**config.mk**
```make
export PLATFORM = sky130hd
export DESIGN_NAME = rvv_proc_main
export DESIGN_NICKNAME = d
export VERILOG_FILES = /design/src/rvv_pkg.sv /design/src/vrf_if.sv /design/src/rvv_proc_main.sv /design/src/vec_lsu.sv /design/src/vec_alu.sv /design/src/vrf_write_arbiter.sv /design/src/vec_regfile.sv /design/src/insn_decoder.sv
export SDC_FILE = /design/constraint.sdc
export NUM_CORES = 2
export LEC_CHECK = 0
export BUFFER_PORTS_ARGS = -buffer_cell sky130_fd_sc_hd__buf_4
export CORE_ASPECT_RATIO = 0.9
export CORE_MARGIN = 1.5
export CORE_UTILIZATION = 63
export DETAILED_ROUTE_END_ITERATION = 12
export GPL_ROUTABILITY_DRIVEN = 0
export PLACE_DENSITY_LB_ADDON = 0.25
export RECOVER_POWER = 25
export SYNTH_ARGS = -nofsm -noshare
export SYNTH_HDL_FRONTEND = slang
export SYNTH_SLANG_ARGS = --single-unit
```
**constraint.sdc**
```tcl
create_clock -name clk -period 5.3 [get_ports clk]
set_input_delay 0.53 -clock clk [delete_from_list [all_inputs] [get_ports clk]]
set_output_delay 0.53 -clock clk [all_outputs]
set_load 0.05 [all_outputs]
```
**src/rvv_pkg.sv**
```systemverilog
package rvv_pkg;

    // major opcodes
    localparam logic [6:0] OPC_OPV     = 7'h57;
    localparam logic [6:0] OPC_LOADFP  = 7'h07;
    localparam logic [6:0] OPC_STOREFP = 7'h27;

    // funct3 for vector-vector integer ops
    localparam logic [2:0] OPIVV = 3'd0;

    // funct6 codes, OPIVV group
    localparam logic [5:0] F6_VADD = 6'h00;
    localparam logic [5:0] F6_VSUB = 6'h02;
    localparam logic [5:0] F6_VAND = 6'h09;
    localparam logic [5:0] F6_VOR  = 6'h0A;
    localparam logic [5:0] F6_VXOR = 6'h0B;
    localparam logic [5:0] F6_VMV  = 6'h17;

    // memory width field for 64-bit elements
    localparam logic [2:0] WIDTH_E64 = 3'd7;

    // arithmetic layout, msb first
    typedef struct packed {
        logic [5:0] funct6;
        logic       vm;
        logic [4:0] vs2;
        logic [4:0] vs1;
        logic [2:0] funct3;
        logic [4:0] vd;
        logic [6:0] opcode;
    } valu_fmt_t;

    // load/store layout, vd doubles as vs3 for stores
    typedef struct packed {
        logic [2:0] nf;
        logic       mew;
        logic [1:0] mop;
        logic       vm;
        logic [4:0] lumop;
        logic [4:0] rs1;
        logic [2:0] width;
        logic [4:0] vd;
        logic [6:0] opcode;
    } vmem_fmt_t;

    typedef union packed {
        valu_fmt_t alu;
        vmem_fmt_t mem;
    } rvv_insn_t;

    typedef enum logic [2:0] {ADD, SUB, AND, OR, XOR, MOV} alu_op_t;

endpackage
```
**src/vrf_if.sv**
```systemverilog
`timescale 1ns/1ns

interface vrf_if #(
    parameter int VLEN    = 64,
    parameter int NUM_VEC = 32
);
    // one write port of the register file
    logic                       we;
    logic [$clog2(NUM_VEC)-1:0] addr;
    logic [VLEN-1:0]            wdata;
    // one bit per byte lane
    logic [VLEN/8-1:0]          be;

    modport requester    (output we, addr, wdata, be);
    modport arbiter_side (input we, addr, wdata, be);
    modport storage      (input we, addr, wdata, be);

endinterface

```
**src/rvv_proc_main.sv**
```systemverilog
`timescale 1ns/1ns

module rvv_proc_main #(
    parameter int VLEN    = 64,
    parameter int NUM_VEC = 32
) (
    input  logic            clk,
    input  logic            rst,
    input  logic            insn_valid,
    input  logic [31:0]     insn,
    input  logic            mem_rvalid,
    input  logic [VLEN-1:0] mem_rdata,
    output logic            mem_rd,
    output logic            mem_we,
    output logic [4:0]      mem_addr,
    output logic [VLEN-1:0] mem_wdata,
    output logic            busy,
    output logic            illegal
);
    import rvv_pkg::*;

    localparam int ADDR_W = $clog2(NUM_VEC);

    // read side
    logic              rd_en_a;
    logic              rd_en_b;
    logic [ADDR_W-1:0] rd_addr_a;
    logic [ADDR_W-1:0] rd_addr_b;
    logic [VLEN-1:0]   rd_data_a;
    logic [VLEN-1:0]   rd_data_b;

    // execute stage
    logic              alu_start;
    logic              ld_start;
    logic              st_start;
    alu_op_t           alu_op;
    logic [ADDR_W-1:0] dest;
    logic [4:0]        mem_word;
    logic              alu_gnt;
    logic              lsu_gnt;

    // two requesters, one merged port
    vrf_if #(.VLEN(VLEN), .NUM_VEC(NUM_VEC)) alu_wr ();
    vrf_if #(.VLEN(VLEN), .NUM_VEC(NUM_VEC)) lsu_wr ();
    vrf_if #(.VLEN(VLEN), .NUM_VEC(NUM_VEC)) vrf_wr ();

    insn_decoder #(.NUM_VEC(NUM_VEC)) insn_decoder_i (
        .clk       (clk),
        .rst       (rst),
        .insn_valid(insn_valid),
        .insn      (insn),
        .busy      (busy),
        .rd_en_a   (rd_en_a),
        .rd_en_b   (rd_en_b),
        .rd_addr_a (rd_addr_a),
        .rd_addr_b (rd_addr_b),
        .alu_start (alu_start),
        .ld_start  (ld_start),
        .st_start  (st_start),
        .alu_op    (alu_op),
        .dest      (dest),
        .mem_word  (mem_word),
        .illegal   (illegal)
    );

    vec_regfile #(.VLEN(VLEN), .NUM_VEC(NUM_VEC)) vec_regfile_i (
        .clk      (clk),
        .rst      (rst),
        .rd_en_a  (rd_en_a),
        .rd_en_b  (rd_en_b),
        .rd_addr_a(rd_addr_a),
        .rd_addr_b(rd_addr_b),
        .rd_data_a(rd_data_a),
        .rd_data_b(rd_data_b),
        .wr       (vrf_wr.storage)
    );

    vrf_write_arbiter vrf_write_arbiter_i (
        .clk    (clk),
        .rst    (rst),
        .alu_req(alu_wr.arbiter_side),
        .lsu_req(lsu_wr.arbiter_side),
        .vrf    (vrf_wr.requester),
        .alu_gnt(alu_gnt),
        .lsu_gnt(lsu_gnt)
    );

    vec_alu #(.VLEN(VLEN), .NUM_VEC(NUM_VEC)) vec_alu_i (
        .clk      (clk),
        .rst      (rst),
        .alu_start(alu_start),
        .alu_op   (alu_op),
        .dest     (dest),
        .rd_data_a(rd_data_a),
        .rd_data_b(rd_data_b),
        .gnt      (alu_gnt),
        .wr       (alu_wr.requester)
    );

    vec_lsu #(.VLEN(VLEN), .NUM_VEC(NUM_VEC)) vec_lsu_i (
        .clk       (clk),
        .rst       (rst),
        .ld_start  (ld_start),
        .st_start  (st_start),
        .dest      (dest),
        .mem_word  (mem_word),
        .rd_data_b (rd_data_b),
        .mem_rvalid(mem_rvalid),
        .mem_rdata (mem_rdata),
        .gnt       (lsu_gnt),
        .mem_rd    (mem_rd),
        .mem_we    (mem_we),
        .mem_addr  (mem_addr),
        .mem_wdata (mem_wdata),
        .busy      (busy),
        .wr        (lsu_wr.requester)
    );

endmodule

```
**src/vec_lsu.sv**
```systemverilog
`timescale 1ns/1ns

module vec_lsu #(
    parameter int VLEN    = 64,
    parameter int NUM_VEC = 32
) (
    input  logic                       clk,
    input  logic                       rst,
    input  logic                       ld_start,
    input  logic                       st_start,
    input  logic [$clog2(NUM_VEC)-1:0] dest,
    input  logic [4:0]                 mem_word,
    input  logic [VLEN-1:0]            rd_data_b,
    input  logic                       mem_rvalid,
    input  logic [VLEN-1:0]            mem_rdata,
    input  logic                       gnt,
    output logic                       mem_rd,
    output logic                       mem_we,
    output logic [4:0]                 mem_addr,
    output logic [VLEN-1:0]            mem_wdata,
    output logic                       busy,
    vrf_if.requester                   wr
);
    // load sent, data not back yet
    logic                       ld_out;
    logic [$clog2(NUM_VEC)-1:0] ld_dest;
    logic [4:0]                 st_addr;

    // read request goes out straight from the decode strobe
    assign mem_rd   = ld_start;
    // store address once data is ready, else load word
    assign mem_addr = mem_we ? st_addr : mem_word;
    // covers request, wait and pending write
    assign busy     = ld_start || ld_out || wr.we;
    assign wr.be    = '1;

    always_ff @(posedge clk or negedge rst) begin
        if (!rst) begin
            ld_out <= 1'b0;
            mem_we <= 1'b0;
            wr.we  <= 1'b0;
        end else begin
            // one-cycle store strobe
            mem_we <= st_start;
            if (ld_start) begin
                ld_out <= 1'b1;
            end else if (mem_rvalid) begin
                ld_out <= 1'b0;
            end
            // returned data waits here for the port
            if (mem_rvalid) begin
                wr.we <= 1'b1;
            end else if (gnt) begin
                wr.we <= 1'b0;
            end
        end
    end

    always_ff @(posedge clk) begin
        if (ld_start) begin
            ld_dest <= dest;
        end
        if (st_start) begin
            st_addr   <= mem_word;
            // vs3 as read at decode
            mem_wdata <= rd_data_b;
        end
        if (mem_rvalid) begin
            wr.addr  <= ld_dest;
            wr.wdata <= mem_rdata;
        end
    end

    a_rvalid_expected: assert property (@(posedge clk) disable iff (!rst)
        mem_rvalid |-> ld_out)
        else $error("memory response without outstanding load");

    // shared address bus, issuer must not put a load right behind a store
    a_no_rd_we_overlap: assert property (@(posedge clk) disable iff (!rst)
        !(mem_rd && mem_we))
        else $error("load request collides with store strobe");

endmodule

```
**src/vec_alu.sv**
```systemverilog
`timescale 1ns/1ns

module vec_alu #(
    parameter int VLEN    = 64,
    parameter int NUM_VEC = 32
) (
    input  logic                       clk,
    input  logic                       rst,
    input  logic                       alu_start,
    input  rvv_pkg::alu_op_t           alu_op,
    input  logic [$clog2(NUM_VEC)-1:0] dest,
    input  logic [VLEN-1:0]            rd_data_a,
    input  logic [VLEN-1:0]            rd_data_b,
    input  logic                       gnt,
    vrf_if.requester                   wr
);
    import rvv_pkg::*;

    localparam int LANES = VLEN / 8;

    logic [VLEN-1:0] result;

    // a = vs1, b = vs2; each lane wraps on its own
    always_comb begin
        logic [7:0] va;
        logic [7:0] vb;
        result = '0;
        for (int l = 0; l < LANES; l++) begin
            va = rd_data_a[8*l +: 8];
            vb = rd_data_b[8*l +: 8];
            case (alu_op)
                ADD:     result[8*l +: 8] = vb + va;
                SUB:     result[8*l +: 8] = vb - va;
                AND:     result[8*l +: 8] = vb & va;
                OR:      result[8*l +: 8] = vb | va;
                XOR:     result[8*l +: 8] = vb ^ va;
                default: result[8*l +: 8] = va;
            endcase
        end
    end

    // whole register written
    assign wr.be = '1;

    // request held until the grant edge
    always_ff @(posedge clk or negedge rst) begin
        if (!rst) begin
            wr.we <= 1'b0;
        end else if (alu_start) begin
            wr.we <= 1'b1;
        end else if (gnt) begin
            wr.we <= 1'b0;
        end
    end

    always_ff @(posedge clk) begin
        if (alu_start) begin
            wr.addr  <= dest;
            wr.wdata <= result;
        end
    end

endmodule

```
**src/vrf_write_arbiter.sv**
```systemverilog
`timescale 1ns/1ns

module vrf_write_arbiter (
    input  logic         clk,
    input  logic         rst,
    vrf_if.arbiter_side  alu_req,
    vrf_if.arbiter_side  lsu_req,
    vrf_if.requester     vrf,
    output logic         alu_gnt,
    output logic         lsu_gnt
);
    // alu first, lsu takes the leftover cycles
    assign alu_gnt = alu_req.we;
    assign lsu_gnt = lsu_req.we && !alu_req.we;

    // forward the winner
    always_comb begin
        if (alu_req.we) begin
            vrf.we    = 1'b1;
            vrf.addr  = alu_req.addr;
            vrf.wdata = alu_req.wdata;
            vrf.be    = alu_req.be;
        end else begin
            vrf.we    = lsu_req.we;
            vrf.addr  = lsu_req.addr;
            vrf.wdata = lsu_req.wdata;
            vrf.be    = lsu_req.be;
        end
    end

    a_gnt_excl: assert property (@(posedge clk) disable iff (!rst)
        !(alu_gnt && lsu_gnt))
        else $error("both write grants high");

    // alu holds the port for one cycle per op, so a load only waits briefly
    a_lsu_wait: assert property (@(posedge clk) disable iff (!rst)
        lsu_req.we |-> ##[0:2] lsu_gnt)
        else $error("load write starved");

endmodule

```
**src/vec_regfile.sv**
```systemverilog
`timescale 1ns/1ns

module vec_regfile #(
    parameter int VLEN    = 64,
    parameter int NUM_VEC = 32
) (
    input  logic                       clk,
    input  logic                       rst,
    input  logic                       rd_en_a,
    input  logic                       rd_en_b,
    input  logic [$clog2(NUM_VEC)-1:0] rd_addr_a,
    input  logic [$clog2(NUM_VEC)-1:0] rd_addr_b,
    output logic [VLEN-1:0]            rd_data_a,
    output logic [VLEN-1:0]            rd_data_b,
    vrf_if.storage                     wr
);
    localparam int NBYTES = VLEN / 8;

    logic [VLEN-1:0] regs [NUM_VEC];

    // byte-enabled write
    always_ff @(posedge clk) begin
        for (int i = 0; i < NBYTES; i++) begin
            if (wr.we && wr.be[i]) begin
                regs[wr.addr][8*i +: 8] <= wr.wdata[8*i +: 8];
            end
        end
    end

    // registered reads, same-cycle write not visible
    always_ff @(posedge clk) begin
        if (rd_en_a) begin
            rd_data_a <= regs[rd_addr_a];
        end
        if (rd_en_b) begin
            rd_data_b <= regs[rd_addr_b];
        end
    end

    // arbiter output must be clean when writing
    a_wr_addr_known: assert property (@(posedge clk) disable iff (!rst)
        wr.we |-> !$isunknown(wr.addr))
        else $error("register write with unknown address");

endmodule

```
**src/insn_decoder.sv**
```systemverilog
`timescale 1ns/1ns

module insn_decoder #(
    parameter int NUM_VEC = 32
) (
    input  logic                       clk,
    input  logic                       rst,
    input  logic                       insn_valid,
    input  rvv_pkg::rvv_insn_t         insn,
    input  logic                       busy,
    output logic                       rd_en_a,
    output logic                       rd_en_b,
    output logic [$clog2(NUM_VEC)-1:0] rd_addr_a,
    output logic [$clog2(NUM_VEC)-1:0] rd_addr_b,
    output logic                       alu_start,
    output logic                       ld_start,
    output logic                       st_start,
    output rvv_pkg::alu_op_t           alu_op,
    output logic [$clog2(NUM_VEC)-1:0] dest,
    output logic [4:0]                 mem_word,
    output logic                       illegal
);
    import rvv_pkg::*;

    localparam int ADDR_W = $clog2(NUM_VEC);

    logic    accept;
    logic    op_known;
    logic    mem_ok;
    logic    is_alu;
    logic    is_ld;
    logic    is_st;
    alu_op_t op_next;

    // anything arriving under busy is dropped
    assign accept = insn_valid && !busy;

    always_comb begin
        op_next  = ADD;
        op_known = 1'b1;
        case (insn.alu.funct6)
            F6_VADD: op_next = ADD;
            F6_VSUB: op_next = SUB;
            F6_VAND: op_next = AND;
            F6_VOR:  op_next = OR;
            F6_VXOR: op_next = XOR;
            F6_VMV:  op_next = MOV;
            default: op_known = 1'b0;
        endcase
    end

    // unmasked OPIVV only
    assign is_alu = (insn.alu.opcode == OPC_OPV) && (insn.alu.funct3 == OPIVV)
                    && insn.alu.vm && op_known;

    // unit stride, e64, single field, unmasked
    assign mem_ok = (insn.mem.width == WIDTH_E64) && (insn.mem.mop == 2'b00)
                    && !insn.mem.mew && (insn.mem.nf == 3'd0) && insn.mem.vm
                    && (insn.mem.lumop == 5'd0);
    assign is_ld  = (insn.mem.opcode == OPC_LOADFP) && mem_ok;
    assign is_st  = (insn.mem.opcode == OPC_STOREFP) && mem_ok;

    // read ports sampled by the regfile at the decode edge
    assign rd_en_a   = accept && is_alu;
    assign rd_en_b   = accept && (is_alu || is_st);
    assign rd_addr_a = ADDR_W'(insn.alu.vs1);
    // store data comes out of port b
    assign rd_addr_b = is_st ? ADDR_W'(insn.mem.vd) : ADDR_W'(insn.alu.vs2);

    always_ff @(posedge clk or negedge rst) begin
        if (!rst) begin
            alu_start <= 1'b0;
            ld_start  <= 1'b0;
            st_start  <= 1'b0;
            illegal   <= 1'b0;
        end else begin
            alu_start <= accept && is_alu;
            ld_start  <= accept && is_ld;
            st_start  <= accept && is_st;
            illegal   <= accept && !(is_alu || is_ld || is_st);
        end
    end

    // execute-stage fields, qualified by the strobes
    always_ff @(posedge clk) begin
        if (accept) begin
            alu_op   <= op_next;
            // vd sits in the same bits in both layouts
            dest     <= ADDR_W'(insn.alu.vd);
            mem_word <= insn.mem.rs1;
        end
    end

    a_one_start: assert property (@(posedge clk) disable iff (!rst)
        $onehot0({alu_start, ld_start, st_start}))
        else $error("more than one start strobe");

endmodule

```
==> impl_metrics.yaml <==
floorplan:
  die_y_um: 407
  rows: 148
  initial_core_util_pct: 63.4
  boundaryPins: 173
  die_area_um2: 184000
  core_um2: 181000
  die_x_um: 452
clock_network:
  h-tree-depth: 4
  clockBufferDepth: 3
  post-cts-setup-buffers: 0
  ctsResizeCount: 0
  numClockSinks: 2409
  cts_tree: "done"
  cts_root_buf: "clkbuf_16"
  clk_latency_ns: 0.90
  numCtsBuffers: 229
  path_clk_slew_ns: 0.06
  cts_hold_buf: 74
finish:
  design_area_um2: 128000
  area_growth_pct: 11.5
  fillers: 11309
  fin_nets: 8149
  drive_above_1_share_pct: 17.9
  final_util_pct: 70.7
route:
  ant_nets: 0
  totalWireLength_mm: 377
  vias: 78617
  drtIter0Drc: 14568
  viasPerCell: 7.52
  drc_errors: 0
  dr.pass1.iters: 9
  wl_per_cell_um: 36.1
pwr:
  p_clk_share_pct: 41.3
  p_sw_share_pct: 23.0
  power.internal_w: 0.0321
  ir_worst_vdd_mv: 0.376
  power_frac_comb_pct: 7.6
  switching_power_w: 0.00960
  seqPwrFrac_pct: 51.1
  p_leak_nw: 43.6
  p_per_area_nw_per_um2: 327
flow_run:
  cap_viol_max_count: 8
logic_synthesis:
  synth_area_per_cell_um2: 14.8
  syn-cell-area_um2: 114000
  synth_top_cell_by_area: "edfxtp_1"
  ys_seq_area_share_pct: 63.2
  synthTopCellsByArea: "edfxtp_1, mux4_2, nand2_1"
  synth_top_area_share_pct: 63.0
  synth.yosys.warnings: 0
  synth_edf_count: 2401
  synth_seq_cells: 2409
  syn-num-nets: 8032
  syn-instance-count: 7732
  synth-main-ff-cell: "edfxtp_1"
  ys_types: 68
  synthArstFlopShare_pct: 0.332
worst_setup_path:
  path_class: "in -> reg"
  start_kind: "input port"
  slowest_stage: "clkdlybuf4s25_1"
  max_stage_delay_ns: 3.70
  worstPathMaxFanout: 49
  worstSetupEndpointType: "flop"
  required_ns: 5.90
  crit_chain: "buf_6, clkdlybuf4s25_1, mux4_2, mux2_1"
  arrival_ns: 5.75
sta:
  timing_worst_slew_pin_value_ns: 4.90
  max_freq_mhz: 194
  skew_ns: 0.0542
  slew_headroom_pct: -227
  final.period_utilization_pct: 97.2
  hold_viol_final: 0
  fin_crit_ns: 5.15
  fin_tns_setup_ns: 0
  rsz0062_at_grt: "false"
  maxSlewViolCount: 311
  finalSetupViolCount: 0
  setup_slack_ns: 0.146
place:
  io_buffer_count: 172
  placed_area_um2: 119000
  dp_slack_ns: 0.753
  dpl.hpwl_mm: 198
outcome:
  violations: "max-capacitance violations, max-slew violations"
  outcome: "finished, violations left"
global_routing:
  antenna_found_initial: 9
  grt_first_pass_wirelength_mm: 532
  grt_max_degree: 157
  track_usage_pct: 40.6
  overflow: 0
  first_global_vias: 76000
hold_path:
  hp-class: "in -> reg"
==> worst paths after layout <==
| path | start | endpoint | slack [ns] | depth (start not counted) |
|---|---|---|---|---|
| setup / recovery | insn[18] | vec_regfile_i.rd_data_a[42] | 0.15 | 4 |
| hold / removal | insn[31] | insn_decoder_i.alu_op[0] | 0.09 | 3 |
| setup reg to reg | insn_decoder_i.st_start | vec_lsu_i.mem_wdata[43] | 0.97 | 1 |
| hold reg to reg | vec_lsu_i.ld_dest[1] | vec_lsu_i.wr.addr[1] | 0.41 | 0 |
| max in group asynchronous | rst | vec_alu_i.wr.we | 4.34 | 3 |
| min in group asynchronous | rst | vec_lsu_i.mem_we | 0.66 | 3 |
==> metrics by stage <==
step                      hold slack, ns  std cells  power, W
after CTS                         0.0358      10453    0.0415
after detailed placement           0.356       9944    0.0247
after global placement             0.352       9944    0.0247
final                             0.0908      10461    0.0417
after floorplan                    0.234       7732    0.0236
after global routing              0.0805      10454    0.0425
==> power groups by stage <==
| stage | logic [W] | clock network, W | registers [W] |
|---|---|---|---|
| 2_1_floorplan | 0.00197 | 0 | 0.0217 |
| 3_3_place_gp | 0.00295 | 0 | 0.0217 |
| 3_5_place_dp | 0.00301 | 0 | 0.0217 |
| 4_1_cts | 0.00307 | 0.0172 | 0.0213 |
| 5_1_grt | 0.00327 | 0.0179 | 0.0213 |
| 6_report | 0.00317 | 0.0172 | 0.0213 |
==> kinds of logic (layout without fill, tap and decap cells) <==
| group | count (synthesis) | after routing | synth area share (%) |
|---|---|---|---|
| other | 0 | 8 | 0 |
| AOI/OAI and AO/OA | 1139 | 1139 | 6.06 |
| and+or+nand+nor | 1978 | 1978 | 7.43 |
| muxes | 1211 | 1211 | 17.7 |
| buffers and inverters | 698 | 1019 | 2.61 |
| xor gates and xnor gates | 97 | 97 | 0.742 |
| adders and majority gates | 200 | 200 | 2.24 |
| DFF | 2409 | 2409 | 63.2 |
==> Yosys cell counts (68+ instances only) <==
master    count
ha_1        192
buf_1        71
clkbuf_1    335
a21oi_1     298
o22ai_1     125
xnor2_1      71
o21ai_1      99
mux4_2      640
nor2_1      176
inv_1       150
a31oi_1     110
and3_1       68
mux2_2      134
o21ai_0     260
buf_2        89
edfxtp_1   2401
o221ai_1     70
nand4_1      72
mux2i_1     437
nand3_1     378
nand2_1    1192
==> worst max-delay path, delay by kind of cell <==
kind	cells	cell delay [ns]
buf+inv	2	4.09
mux	2	0.99
==> cell type report <==
type | count | area, um2 | share of cell area, %
clock buffer | 272 | 5930 | 4.65
antenna | 8 | 20.0 | 0.0157
clock inverter | 163 | 1900 | 1.49
tap | 2400 | 3000 | 2.35
multi-input combinational | 4625 | 39600 | 31.0
inverter | 150 | 563 | 0.441
timing repair buffer | 434 | 4320 | 3.39
sequential | 2409 | 72300 | 56.7
==> sequential cells by signal (all words and copies together), names as in the netlist <==
name,count
insn_decoder_i.alu_op,3
insn_decoder_i.alu_start,1
insn_decoder_i.dest,5
insn_decoder_i.illegal,1
insn_decoder_i.ld_start,1
insn_decoder_i.mem_word,5
insn_decoder_i.st_start,1
vec_alu_i.wr.addr,5
vec_alu_i.wr.wdata,64
vec_alu_i.wr.we,1
vec_lsu_i.ld_dest,5
vec_lsu_i.ld_out,1
vec_lsu_i.mem_wdata,64
vec_lsu_i.mem_we,1
vec_lsu_i.st_addr,5
vec_lsu_i.wr.addr,5
vec_lsu_i.wr.wdata,64
vec_lsu_i.wr.we,1
vec_regfile_i.rd_data_a,64
vec_regfile_i.rd_data_b,64
vec_regfile_i.regs,2048
==> metal layers <==
layer | vias up | global-route usage, % | share of wire, %
met4 | 12 | 26.4 | 7.8
met2 | 7639 | 61.0 | 45
met1 | 38719 | 52.6 | 32
met5 | - | 0 | 0.030
li1 | 30574 | - | -
met3 | 1673 | 11.1 | 15
==> cell usage in the layout (no fill, tap or decap), types with 46 or more instances in the layout <==
cell           netlist  layout
o221ai_1            70      70
nand2_1           1192    1185
o2111ai_1           62      62
a31oi_1            110     107
and3_1              68      68
nand3_1            378     378
dlygate4sd3_1        0      74
clkinv_1             0      46
mux2_2             134      94
clkbuf_16            0     230
a21oi_1            298     297
clkbuf_4             0      63
ha_1               192     192
o22ai_1            125     125
nand4_1             72      72
nor2_1             176     135
o21ai_1             99      98
buf_4               38     116
o21ai_0            260     260
mux4_2             640     640
clkbuf_1           335     121
buf_12               0      93
xnor2_1             71      71
edfxtp_1          2401    2401
clkinv_2             0      53
mux2i_1            437     437
inv_1              150     149
Power figures use the tool's default switching activity.
